File: src/design/div_settings.svh
`ifndef DIV_SETTINGS_SVH
`define DIV_SETTINGS_SVH

`define DIV_XLEN  32 // operand and result width
`define DIV_PORTS 2  // requester ports sharing the core
`define DIV_CNT_W 6  // wide enough for 32 steps
`define DIV_TAG_W 4  // client tag echoed in the response

`endif

File: src/design/div_pkg.sv
`include "div_settings.svh"

package div_pkg;

    // same encoding as the M-extension funct3 low bits
    typedef enum logic [1:0] {
        op_div  = 2'd0, // signed quotient
        op_divu = 2'd1,
        op_rem  = 2'd2, // signed remainder
        op_remu = 2'd3
    } div_op_t;

    typedef struct packed {
        div_op_t               op;
        logic [`DIV_XLEN-1:0]  dividend;
        logic [`DIV_XLEN-1:0]  divisor;
        logic [`DIV_TAG_W-1:0] tag;
    } div_req_t;

    typedef struct packed {
        logic [`DIV_XLEN-1:0]  result;
        logic [`DIV_TAG_W-1:0] tag; // copied from the request
    } div_rsp_t;

endpackage

File: src/design/div_req_port.sv
`timescale 1ns/1ps

module div_req_port (
    input  logic              clk,
    input  logic              reset,
    input  logic              start,
    input  div_pkg::div_req_t req,
    output logic              busy,
    output logic              done,
    output div_pkg::div_rsp_t rsp,
    output logic              pending,
    output div_pkg::div_req_t held_req,
    input  logic              grant,
    input  logic              complete,
    input  div_pkg::div_rsp_t complete_rsp
);

    logic accept;

    assign accept = start && !busy; // start while busy is dropped

    always_ff @(posedge clk) begin
        if (reset) begin
            busy    <= 1'b0;
            pending <= 1'b0;
            done    <= 1'b0;
        end else begin
            done <= complete;
            if (accept) begin
                busy    <= 1'b1;
                pending <= 1'b1;
            end else begin
                if (grant) pending <= 1'b0;
                if (complete) busy <= 1'b0; // same edge that raises done
            end
        end
    end

    always_ff @(posedge clk) begin
        if (accept) held_req <= req;
        if (complete) rsp <= complete_rsp; // held until the next done
    end

endmodule

File: config.mk
export PLATFORM = sky130hd
export DESIGN_NAME = div_req_port
export DESIGN_NICKNAME = d
export VERILOG_FILES = /design/src/design/div_pkg.sv /design/src/design/div_req_port.sv
export VERILOG_INCLUDE_DIRS = /design/src /design/src/design
export SDC_FILE = /design/constraint.sdc
export NUM_CORES = 1
export LEC_CHECK = 0
export BUFFER_PORTS_ARGS = -buffer_cell sky130_fd_sc_hd__buf_2
export CAP_MARGIN = 0
export CORE_ASPECT_RATIO = 1.5
export CORE_MARGIN = 2
export CORE_UTILIZATION = 44
export DETAILED_ROUTE_END_ITERATION = 10
export PLACE_DENSITY = 0.83
export SLEW_MARGIN = 15
export SYNTH_ARGS = -nofsm -noshare
export SYNTH_HDL_FRONTEND = slang
export SYNTH_SLANG_ARGS = --single-unit
File: constraint.sdc
create_clock -name clk -period 3.5 [get_ports clk]
set_input_delay 0.35 -clock clk [delete_from_list [all_inputs] [get_ports clk]]
set_output_delay 0.35 -clock clk [all_outputs]
set_load 0.05 [all_outputs]
==> flow_metrics.py <==
metrics = {
    "setup_path": {
        "worst_ep_required_time_ns": 3.48,
        "worst_r2r_startpoint": "busy",
        "r2r_setup_slack_ns": 1.91,
        "timing.rr.end": "held_req[37]",
        "worst-path-max-fanout": 70,
        "worst_ep_arrival_time_ns": 1.57,
        "timing.setup.critical_path_class": "register to register",
        "endpoint_kind": "register",
        "cp-endpoint": "held_req[37]",
        "cp-startpoint": "busy",
        "timing.reg2reg.worst_path_depth": 3,
        "category_of_the_worst_setup_path_launch_point": "register",
    },
    "yosys": {
        "number_of_warnings_printed_during_yosys_synthesis": 0,
        "synth_top_cells_by_area": "sky130_fd_sc_hd__edfxtp_1, sky130_fd_sc_hd__dfxtp_1, sky130_fd_sc_hd__a21oi_2, sky130_fd_sc_hd__nand2b_4, sky130_fd_sc_hd__nand2b_1",
        "netlist.top_cell.by_area": "sky130_fd_sc_hd__edfxtp_1",
        "ys_seq_elements": 109,
        "netlist.area_leader.share_pct": 96.5,
        "synth_cell_type_count": 7,
        "mappedNetlistArea_sq_um": 3300,
        "synthesis.instances": 116,
        "syn_avg_cell_area_sq_um": 28.4,
        "synthesis.nets": 227,
        "yosysSeqAreaShare_pct": 98.4,
    },
    "route": {
        "drt_pre_antenna_iters": 4,
        "drtIter0Drc": 128,
        "drc": 0,
        "route.final.wire_length_mm": 7.33,
        "drtAntennaViolNets": 0,
        "routed-via-count": 2013,
        "post_drt_via_cell_ratio": 4.47,
        "wire_per_inst_um": 16.3,
    },
    "clock_tree": {
        "max_h_tree_level": 3,
        "clkSlewWorstSetupHoldPaths_ns": 0.09,
        "postcts_resize_cnt": 0,
        "post_cts_hold_buffer_count": 0,
        "cts_tree": "yes",
        "inserted_clock_buffers": 9,
        "clock_sink_count": 109,
        "cts_setup_buffers": 0,
        "cts.path.max_buffers": 2,
        "clkLatencyLatePin_ns": 0.35,
        "ctsRootBufferMaster": "sky130_fd_sc_hd__clkbuf_8",
    },
    "sta": {
        "finalCritPeriodShare_pct": 45.4,
        "period_minus_slack_ns": 1.59,
        "grt_setup_unrepaired": "false",
        "timing.final.hold_violations": 0,
        "fin_tns_setup_ns": 0,
        "setup_viol": 0,
        "skew_ns": 0.00594,
        "worst_pin_slew_ns": 0.835,
        "slew-limit-headroom_pct": 44.3,
        "max_freq_ghz": 0.629,
        "fin_hold_ws_ns": 0.163,
        "slew_limit_fails": 0,
    },
    "pwr": {
        "power.density_nw_per_um2": 578,
        "lkg_pwr_nw": 2.03,
        "vdd.ir_drop.worst_uv": 341,
    },
    "min_path": {
        "timing.hold.worst.class": "input pin to register",
        "hp-start": "complete_rsp[33]",
    },
    "global_route": {
        "first_global_vias": 2021,
        "wire_length_of_the_first_global_routing_pass_mm": 9.67,
        "grt_max_degree": 71,
        "globalRouteOverflowTotal": 0,
        "grt_resource_usage_total_pct": 17.1,
        "number_of_antenna_violations_at_the_first_check_in_global_routing": 1,
    },
    "floorplanning": {
        "die_height_um": 110,
        "initial_utilization_pct": 45.6,
        "floorplan.rows": 38,
        "pin_count": 220,
        "core_sq_um": 7230,
        "die_w_um": 74.7,
        "die_area_sq_um": 8220,
    },
    "place": {
        "finalWeightedCongestion": 0.778,
        "place.port_buffers": 219,
        "detailedPlacementHpwl_mm": 5.71,
        "cell_area_reported_after_detailed_placement_sq_um": 4530,
        "dpl.cell_count": 436,
    },
    "finish": {
        "fillers": 539,
        "finish.utilization_pct": 65.0,
        "syn_to_final_growth_pct": 42.4,
        "nNetsFinal": 458,
        "finish.cell_count_without_fillers": 450,
        "stdcell_area_sq_um": 4700,
        "antenna_cells": 0,
        "post_route_cells_drive_above_1_share_pct": 67.1,
    },
    "outcome": {
        "status": "finished, final reports clean",
    },
    "flow_run": {
        "maxCapViolations": 0,
    },
}
## how the worst min path moves through the flow
stage | to | slack [ns] | depth (start not counted)
floorplan | busy | 0.41 | 1
detailed placement | pending | 0.49 | 2
global placement | pending | 0.47 | 2
global route | rsp[0] | 0.14 | 1
finish | rsp[33] | 0.16 | 1
CTS | held_req[60] | 0.14 | 1
## Yosys cell counts
master and number:
sky130_fd_sc_hd__nand2b_4 1, sky130_fd_sc_hd__edfxtp_1 106, sky130_fd_sc_hd__nor2b_1 1, sky130_fd_sc_hd__nand2b_1 2
sky130_fd_sc_hd__inv_2 1, sky130_fd_sc_hd__a21oi_2 2, sky130_fd_sc_hd__dfxtp_1 3
## stage by stage
step	power (mW)	setup slack, ns
2_1_floorplan	1.91	1.64
3_3_place_gp	2.05	1.93
3_5_place_dp	2.06	1.88
4_1_cts	2.75	1.93
5_1_grt	2.81	1.83
6_report	2.72	1.91
## placed cells by master, fill, tap and decap left out, types with 2 or more instances in the layout
cell                       count
sky130_fd_sc_hd__a21oi_2       2
sky130_fd_sc_hd__clkbuf_1      2
sky130_fd_sc_hd__clkbuf_8      9
sky130_fd_sc_hd__nand2b_1      2
sky130_fd_sc_hd__edfxtp_1    106
sky130_fd_sc_hd__buf_2       219
sky130_fd_sc_hd__dfxtp_1       3
## kinds of logic after synthesis
| group | synth area share [%] |
|---|---|
| flip-flops | 98.4 |
| AND/OR/NAND/NOR | 0.987 |
| AO/OA/AOI/OAI | 0.531 |
| buffers and inverters | 0.114 |
## registers in the layout, summed over array words and instances (netlist names)
signal,count
pending,1
busy,1
rsp,36
held_req,70
done,1
## critical path, stage by stage, from the launching register on
cell and delay [ns]:
sky130_fd_sc_hd__dfxtp_1 0.33, sky130_fd_sc_hd__nand2b_4 0.16, sky130_fd_sc_hd__inv_2 0.05, sky130_fd_sc_hd__buf_4 0.63
## routing by layer
layer / routed length [um] / vias to the layer above / GRT usage [%]
met5: 17 / - / 0
met2: 3540 / 174 / 27.4
met3: 1050 / 23 / 8.09
met1: 2410 / 893 / 16.8
met4: 312 / 2 / 12.9
li1: - / 921 / -
## power breakdown
group	internal (mW)	leakage, nW	switching, mW
registers	1.53	1.05	0.0217
clock network	0.321	0.0867	0.364
logic	0.101	0.889	0.376
## layout make-up
| type | count | area, sq um | share of cell area [%] |
|---|---|---|---|
| Clock inverter | 3 | 38.8 | 0.826 |
| Clock buffer | 11 | 131 | 2.80 |
| Multi-Input combinational cell | 6 | 50.0 | 1.07 |
| Sequential cell | 109 | 3240 | 69.1 |
| Tap cell | 100 | 125 | 2.66 |
| Timing Repair Buffer | 220 | 1100 | 23.5 |
| Inverter | 1 | 3.75 | 0.0799 |
No activity file was read; power rests on OpenSTA's default activity.
