$ cat src/design/div_settings.svh
`ifndef DIV_SETTINGS_SVH
`define DIV_SETTINGS_SVH

`define DIV_XLEN  32 // operand and result width
`define DIV_PORTS 2  // requester ports sharing the core
`define DIV_CNT_W 6  // wide enough for 32 steps
`define DIV_TAG_W 4  // client tag echoed in the response

`endif

$ cat src/design/div_pkg.sv
`include "div_settings.svh"

package div_pkg;

    // same encoding as the M-extension funct3 low bits
    typedef enum logic [1:0] {
        op_div  = 2'd0, // signed quotient
        op_divu = 2'd1,
        op_rem  = 2'd2, // signed remainder
        op_remu = 2'd3
    } div_op_t;

    typedef struct packed {
        div_op_t               op;
        logic [`DIV_XLEN-1:0]  dividend;
        logic [`DIV_XLEN-1:0]  divisor;
        logic [`DIV_TAG_W-1:0] tag;
    } div_req_t;

    typedef struct packed {
        logic [`DIV_XLEN-1:0]  result;
        logic [`DIV_TAG_W-1:0] tag; // copied from the request
    } div_rsp_t;

endpackage

$ cat src/design/div_core.sv
`timescale 1ns/1ps
`include "div_settings.svh"

module div_core (
    input  logic              clk,
    input  logic              reset,
    input  logic              load,
    input  div_pkg::div_req_t req,
    output logic              ready,
    output logic              finish,
    output div_pkg::div_rsp_t rsp
);

    typedef enum logic [1:0] {
        st_idle,
        st_prepare,
        st_divide,
        st_complete
    } state_t;

    localparam int unsigned last_step = `DIV_XLEN - 1;
    localparam logic [`DIV_XLEN-1:0] min_neg = {1'b1, {(`DIV_XLEN - 1){1'b0}}};

    state_t                state;
    logic [`DIV_CNT_W-1:0] cnt;

    div_pkg::div_req_t     req_q;  // request under work
    logic [`DIV_XLEN-1:0]  rem;
    logic [`DIV_XLEN-1:0]  quo;
    logic [`DIV_XLEN-1:0]  den;
    logic                  sign_q;
    logic                  sign_r;
    logic                  div_zero;
    logic                  overflow;

    logic                  is_signed;
    logic                  dividend_neg;
    logic                  divisor_neg;
    logic [`DIV_XLEN:0]    rem_shift; // one bit wider than the data
    logic [`DIV_XLEN-1:0]  quo_signed;
    logic [`DIV_XLEN-1:0]  rem_signed;
    logic [`DIV_XLEN-1:0]  result;

    assign is_signed    = (req_q.op == div_pkg::op_div) || (req_q.op == div_pkg::op_rem);
    assign dividend_neg = is_signed && req_q.dividend[`DIV_XLEN-1];
    assign divisor_neg  = is_signed && req_q.divisor[`DIV_XLEN-1];
    assign rem_shift    = {rem, quo[`DIV_XLEN-1]};

    assign ready  = (state == st_idle);
    assign finish = (state == st_complete);

    always_ff @(posedge clk) begin
        if (reset) begin
            state <= st_idle;
            cnt   <= '0;
        end else begin
            case (state)
                st_idle: begin
                    if (load) state <= st_prepare;
                end
                st_prepare: begin
                    state <= st_divide;
                    cnt   <= '0;
                end
                st_divide: begin
                    cnt <= cnt + 1'b1;
                    if (cnt == last_step[`DIV_CNT_W-1:0]) state <= st_complete;
                end
                default: state <= st_idle; // complete lasts one cycle
            endcase
        end
    end

    always_ff @(posedge clk) begin
        case (state)
            st_idle: begin
                if (load) req_q <= req;
            end
            st_prepare: begin
                rem      <= '0;
                sign_q   <= dividend_neg ^ divisor_neg;
                sign_r   <= dividend_neg;
                quo      <= dividend_neg ? -req_q.dividend : req_q.dividend;
                den      <= divisor_neg ? -req_q.divisor : req_q.divisor;
                div_zero <= (req_q.divisor == '0);
                overflow <= is_signed && (req_q.dividend == min_neg) && (req_q.divisor == '1);
            end
            st_divide: begin
                // restoring step shifts the next dividend bit from quo into rem
                if (rem_shift >= {1'b0, den}) begin
                    rem <= rem_shift[`DIV_XLEN-1:0] - den;
                    quo <= {quo[`DIV_XLEN-2:0], 1'b1};
                end else begin
                    rem <= rem_shift[`DIV_XLEN-1:0];
                    quo <= {quo[`DIV_XLEN-2:0], 1'b0};
                end
            end
            default: ;
        endcase
    end

    assign quo_signed = sign_q ? -quo : quo;
    assign rem_signed = sign_r ? -rem : rem;

    always_comb begin
        if (div_zero) begin
            if ((req_q.op == div_pkg::op_div) || (req_q.op == div_pkg::op_divu)) begin
                result = '1;
            end else begin
                result = req_q.dividend;
            end
        end else if (overflow) begin
            result = (req_q.op == div_pkg::op_div) ? req_q.dividend : '0; // rem is zero
        end else begin
            case (req_q.op)
                div_pkg::op_div:  result = quo_signed;
                div_pkg::op_divu: result = quo;
                div_pkg::op_rem:  result = rem_signed;
                default:          result = rem;
            endcase
        end
    end

    assign rsp.result = result;
    assign rsp.tag    = req_q.tag;

endmodule

$ cat config.mk
export PLATFORM = sky130hd
export DESIGN_NAME = div_core
export DESIGN_NICKNAME = d
export VERILOG_FILES = /design/src/design/div_pkg.sv /design/src/design/div_core.sv
export VERILOG_INCLUDE_DIRS = /design/src /design/src/design
export SDC_FILE = /design/constraint.sdc
export NUM_CORES = 1
export LEC_CHECK = 0
export BUFFER_PORTS_ARGS = -buffer_cell sky130_fd_sc_hd__buf_2
export CAP_MARGIN = 20
export CORE_MARGIN = 8
export CORE_UTILIZATION = 57
export DETAILED_ROUTE_END_ITERATION = 8
export GPL_TIMING_DRIVEN = 0
export PLACE_DENSITY = 0.79
export SLEW_MARGIN = 40
export SYNTH_ARGS = -nofsm -noshare
export SYNTH_HDL_FRONTEND = slang
export SYNTH_SLANG_ARGS = --single-unit
export TNS_END_PERCENT = 30
$ cat constraint.sdc
create_clock -name clk -period 6.6 [get_ports clk]
set_clock_uncertainty 0.2 [all_clocks]
set_input_delay 0.33 -clock clk [delete_from_list [all_inputs] [get_ports clk]]
set_output_delay 0.33 -clock clk [all_outputs]
set_load 0.02 [all_outputs]
==> impl_metrics.env <==
export IMPL_status="completed"
export IMPL_vias_per_cell=6.42
export IMPL_port_buffers=109
export IMPL_synth_edf_count=170
export IMPL_rsz0062_at_grt="false"
export IMPL_multiInputGateArea_sq_um=6310
export IMPL_fill_cells=1621
export IMPL_antenna_found_initial=0
export IMPL_clockBufferDepth=2
export IMPL_final_common_cell="edfxtp_1"
export IMPL_yosys_warnings=0
export IMPL_clockRootBuffer="clkbuf_16"
export IMPL_rr_startpoint="rem[18]$_SDFFCE_PN0P_"
export IMPL_start_kind="flop"
export IMPL_yosysUniqueCellTypes=69
export IMPL_cts_sink_count=178
export IMPL_leakage_uw=0.00529
export IMPL_start_util=0.576
export IMPL_fin_crit_ns=4.47
export IMPL_antenna_left=0
export IMPL_async_flop_share=0
export IMPL_worstPathRequired_ns=6.07
export IMPL_max_cap_violations=0
export IMPL_critPathCaptureType="primary output"
export IMPL_reg2reg_slack_ns=2.43
export IMPL_hold_path_class="primary input to flop"
export IMPL_grt_pass1_vias=11000
export IMPL_tightestPinTransition_ns=0.833
export IMPL_cts_buffers=17
export IMPL_dieHeight_um=161
export IMPL_post_route_period_util=0.678
export IMPL_num_io_pins=111
export IMPL_syn_avg_cell_area_sq_um=9.20
export IMPL_avgRoutedWirePerCell_um=20.9
export IMPL_synth_ff_type="edfxtp_1"
export IMPL_rows=53
export IMPL_core_sq_um=20900
export IMPL_cts_tree="built"
export IMPL_setup_viol=0
export IMPL_hold_viol=0
export IMPL_synth_fp_nets=1422
export IMPL_fmax_mhz=224
export IMPL_yosysSeqAreaShare=0.438
export IMPL_vdd_drop_max_mv=0.513
export IMPL_drt_total_wl_mm=37.5
export IMPL_design_area_sq_um=14300
export IMPL_holdPathEnd="cnt[2]$_SDFFE_PP0P_"
export IMPL_gr_usage_all_layers=0.285
export IMPL_syn_area_sq_um=12000
export IMPL_drc=0
export IMPL_routabilityCongestion=0.974
export IMPL_rr_worst_depth=10
export IMPL_crit_path_max_fanout=5
export IMPL_slew_violations=0
export IMPL_drtPass1Iterations=6
export IMPL_path_class="flop to primary output"
export IMPL_drtIter0Drc=1498
export IMPL_cp_arrival_ns=3.94
export IMPL_final_cell_mix="edfxtp_1, a21oi_1, o21ai_0, buf_2, nor2_1"
export IMPL_grt_max_degree=39
export IMPL_worstHoldStart="reset"
export IMPL_dieArea_sq_um=26000
export IMPL_fin_cells=1794
export IMPL_dp_hpwl_mm=26.5
export IMPL_synth_cells=1306
export IMPL_place_inst=1692
export IMPL_clk_transition_reported_paths_ns=0.09
export IMPL_r2r_end="quo[0]$_DFFE_PP_"
export IMPL_synth_seq_cells=178
export IMPL_cellPowerDensity_nw_per_um2=517
export IMPL_maxSlewHeadroom=0.444
export IMPL_dpl_instance_area_sq_um=13000
export IMPL_die_w_um=161
export IMPL_layout_nets=1622
export IMPL_num_vias=11500
export IMPL_whs_path_depth=2
export IMPL_grt_overflow=0
export IMPL_regArea_sq_um=5270
export IMPL_drive_above_1_share=0.111
export IMPL_area_growth_synth_to_final_pct=19.3
export IMPL_tns_ns=0
export IMPL_num_antenna_cells=0
export IMPL_grt_pass1_wl_mm=59.2
export IMPL_worstSkewPairLatency_ns=0.46
export IMPL_htreeDepth=4
export IMPL_post_cts_setup_buffers=0
sequential cells by signal (all words and copies together) (netlist names):
signal    count
req_q        66
sign_q        1
den          32
state         2
rsp           4
rem          32
div_zero      1
sign_r        1
cnt           6
quo          32
overflow      1
critical path, stage by stage (launching register included):
cell,delay [ns]
edfxtp_1,0.49
inv_1,0.19
ha_1,0.21
nor3b_1,0.48
and3_1,0.31
nand3_1,0.21
or4_1,0.55
o41ai_1,0.33
xor2_1,0.11
o31a_1,0.28
o21ai_1,0.12
buf_2,0.21
layer usage:
| metal | GRT usage | up-vias | routed length, um |
|---|---|---|---|
| li1 | - | 5240 | - |
| met1 | 0.381 | 5421 | 15000 |
| met2 | 0.449 | 747 | 17200 |
| met3 | 0.0512 | 115 | 3850 |
| met4 | 0.122 | 0 | 1480 |
| met5 | 0 | - | 0 |
synthesized netlist by cell type (11+ instances only):
master	count	area share
a211oi_1	18	0.011
a21o_1	16	0.010
a21oi_1	141	0.059
a31oi_1	12	0.0062
and3_1	12	0.0062
clkbuf_1	58	0.018
edfxtp_1	170	0.42
ha_1	42	0.044
inv_1	54	0.017
nand2_1	94	0.029
nand2b_1	12	0.0062
nand3_1	44	0.018
nand4_1	15	0.0078
nor2_1	104	0.032
nor2b_1	15	0.0078
nor3_1	31	0.013
nor4_1	17	0.0088
o21ai_0	131	0.055
o31ai_1	16	0.010
o41ai_1	11	0.0080
or3_1	15	0.0078
xnor2_1	74	0.054
xor2_1	60	0.044
worst max path at each step:
stage,startpoint,to,cells after the start
4_1_cts,rem[0]$_SDFFCE_PN0P_,rsp[34],11
3_5_place_dp,rem[18]$_SDFFCE_PN0P_,quo[0]$_DFFE_PP_,10
3_3_place_gp,rem[18]$_SDFFCE_PN0P_,rem[23]$_SDFFCE_PN0P_,10
2_1_floorplan,quo[12]$_DFFE_PP_,rsp[34],8
6_report,rem[0]$_SDFFCE_PN0P_,rsp[34],11
5_1_grt,rem[0]$_SDFFCE_PN0P_,rsp[34],11
cell type report:
class	instances	area share
Buffer	70	0.0195
Clock buffer	17	0.0297
Clock inverter	15	0.0151
Inverter	56	0.0147
Multi-Input combinational cell	1002	0.440
Sequential cell	178	0.367
Tap cell	275	0.0240
Timing Repair Buffer	181	0.0897
where the power goes:
part | internal (uW) | total [uW] | switching (uW)
registers | 1860 | 2400 | 537
clock network | 532 | 1100 | 566
logic | 1460 | 3920 | 2460
metrics by stage:
step / hold slack, ns / power (uW) / setup WS (ns) / utilization
after floorplan: 0.229 / 5000 / 3.19 / -
after global placement: 0.277 / 6050 / 2.45 / 0.618
after detailed placement: 0.289 / 6150 / 2.53 / 0.621
after CTS: 0.0183 / 7300 / 2.25 / 0.685
after global routing: 0.0807 / 7850 / 1.85 / 0.686
final: 0.0389 / 7410 / 2.13 / 0.686
cell families after synthesis:
group,count (synthesis),synth area share
xor+xnor,134,0.0976
flops,178,0.438
buf+inv,126,0.0407
compound gates,417,0.208
mux,5,0.00437
fa+ha+maj,43,0.0454
simple gates,403,0.166
timing repair:
item / 4_1_cts / 5_1_grt
endpoints found under the setup margin: 0 / 0
hold endpoints to repair: 70 / 0
hold buffers: 70 / 0
gates resized for setup: 0 / 0
(Power assumes the default switching activity.)
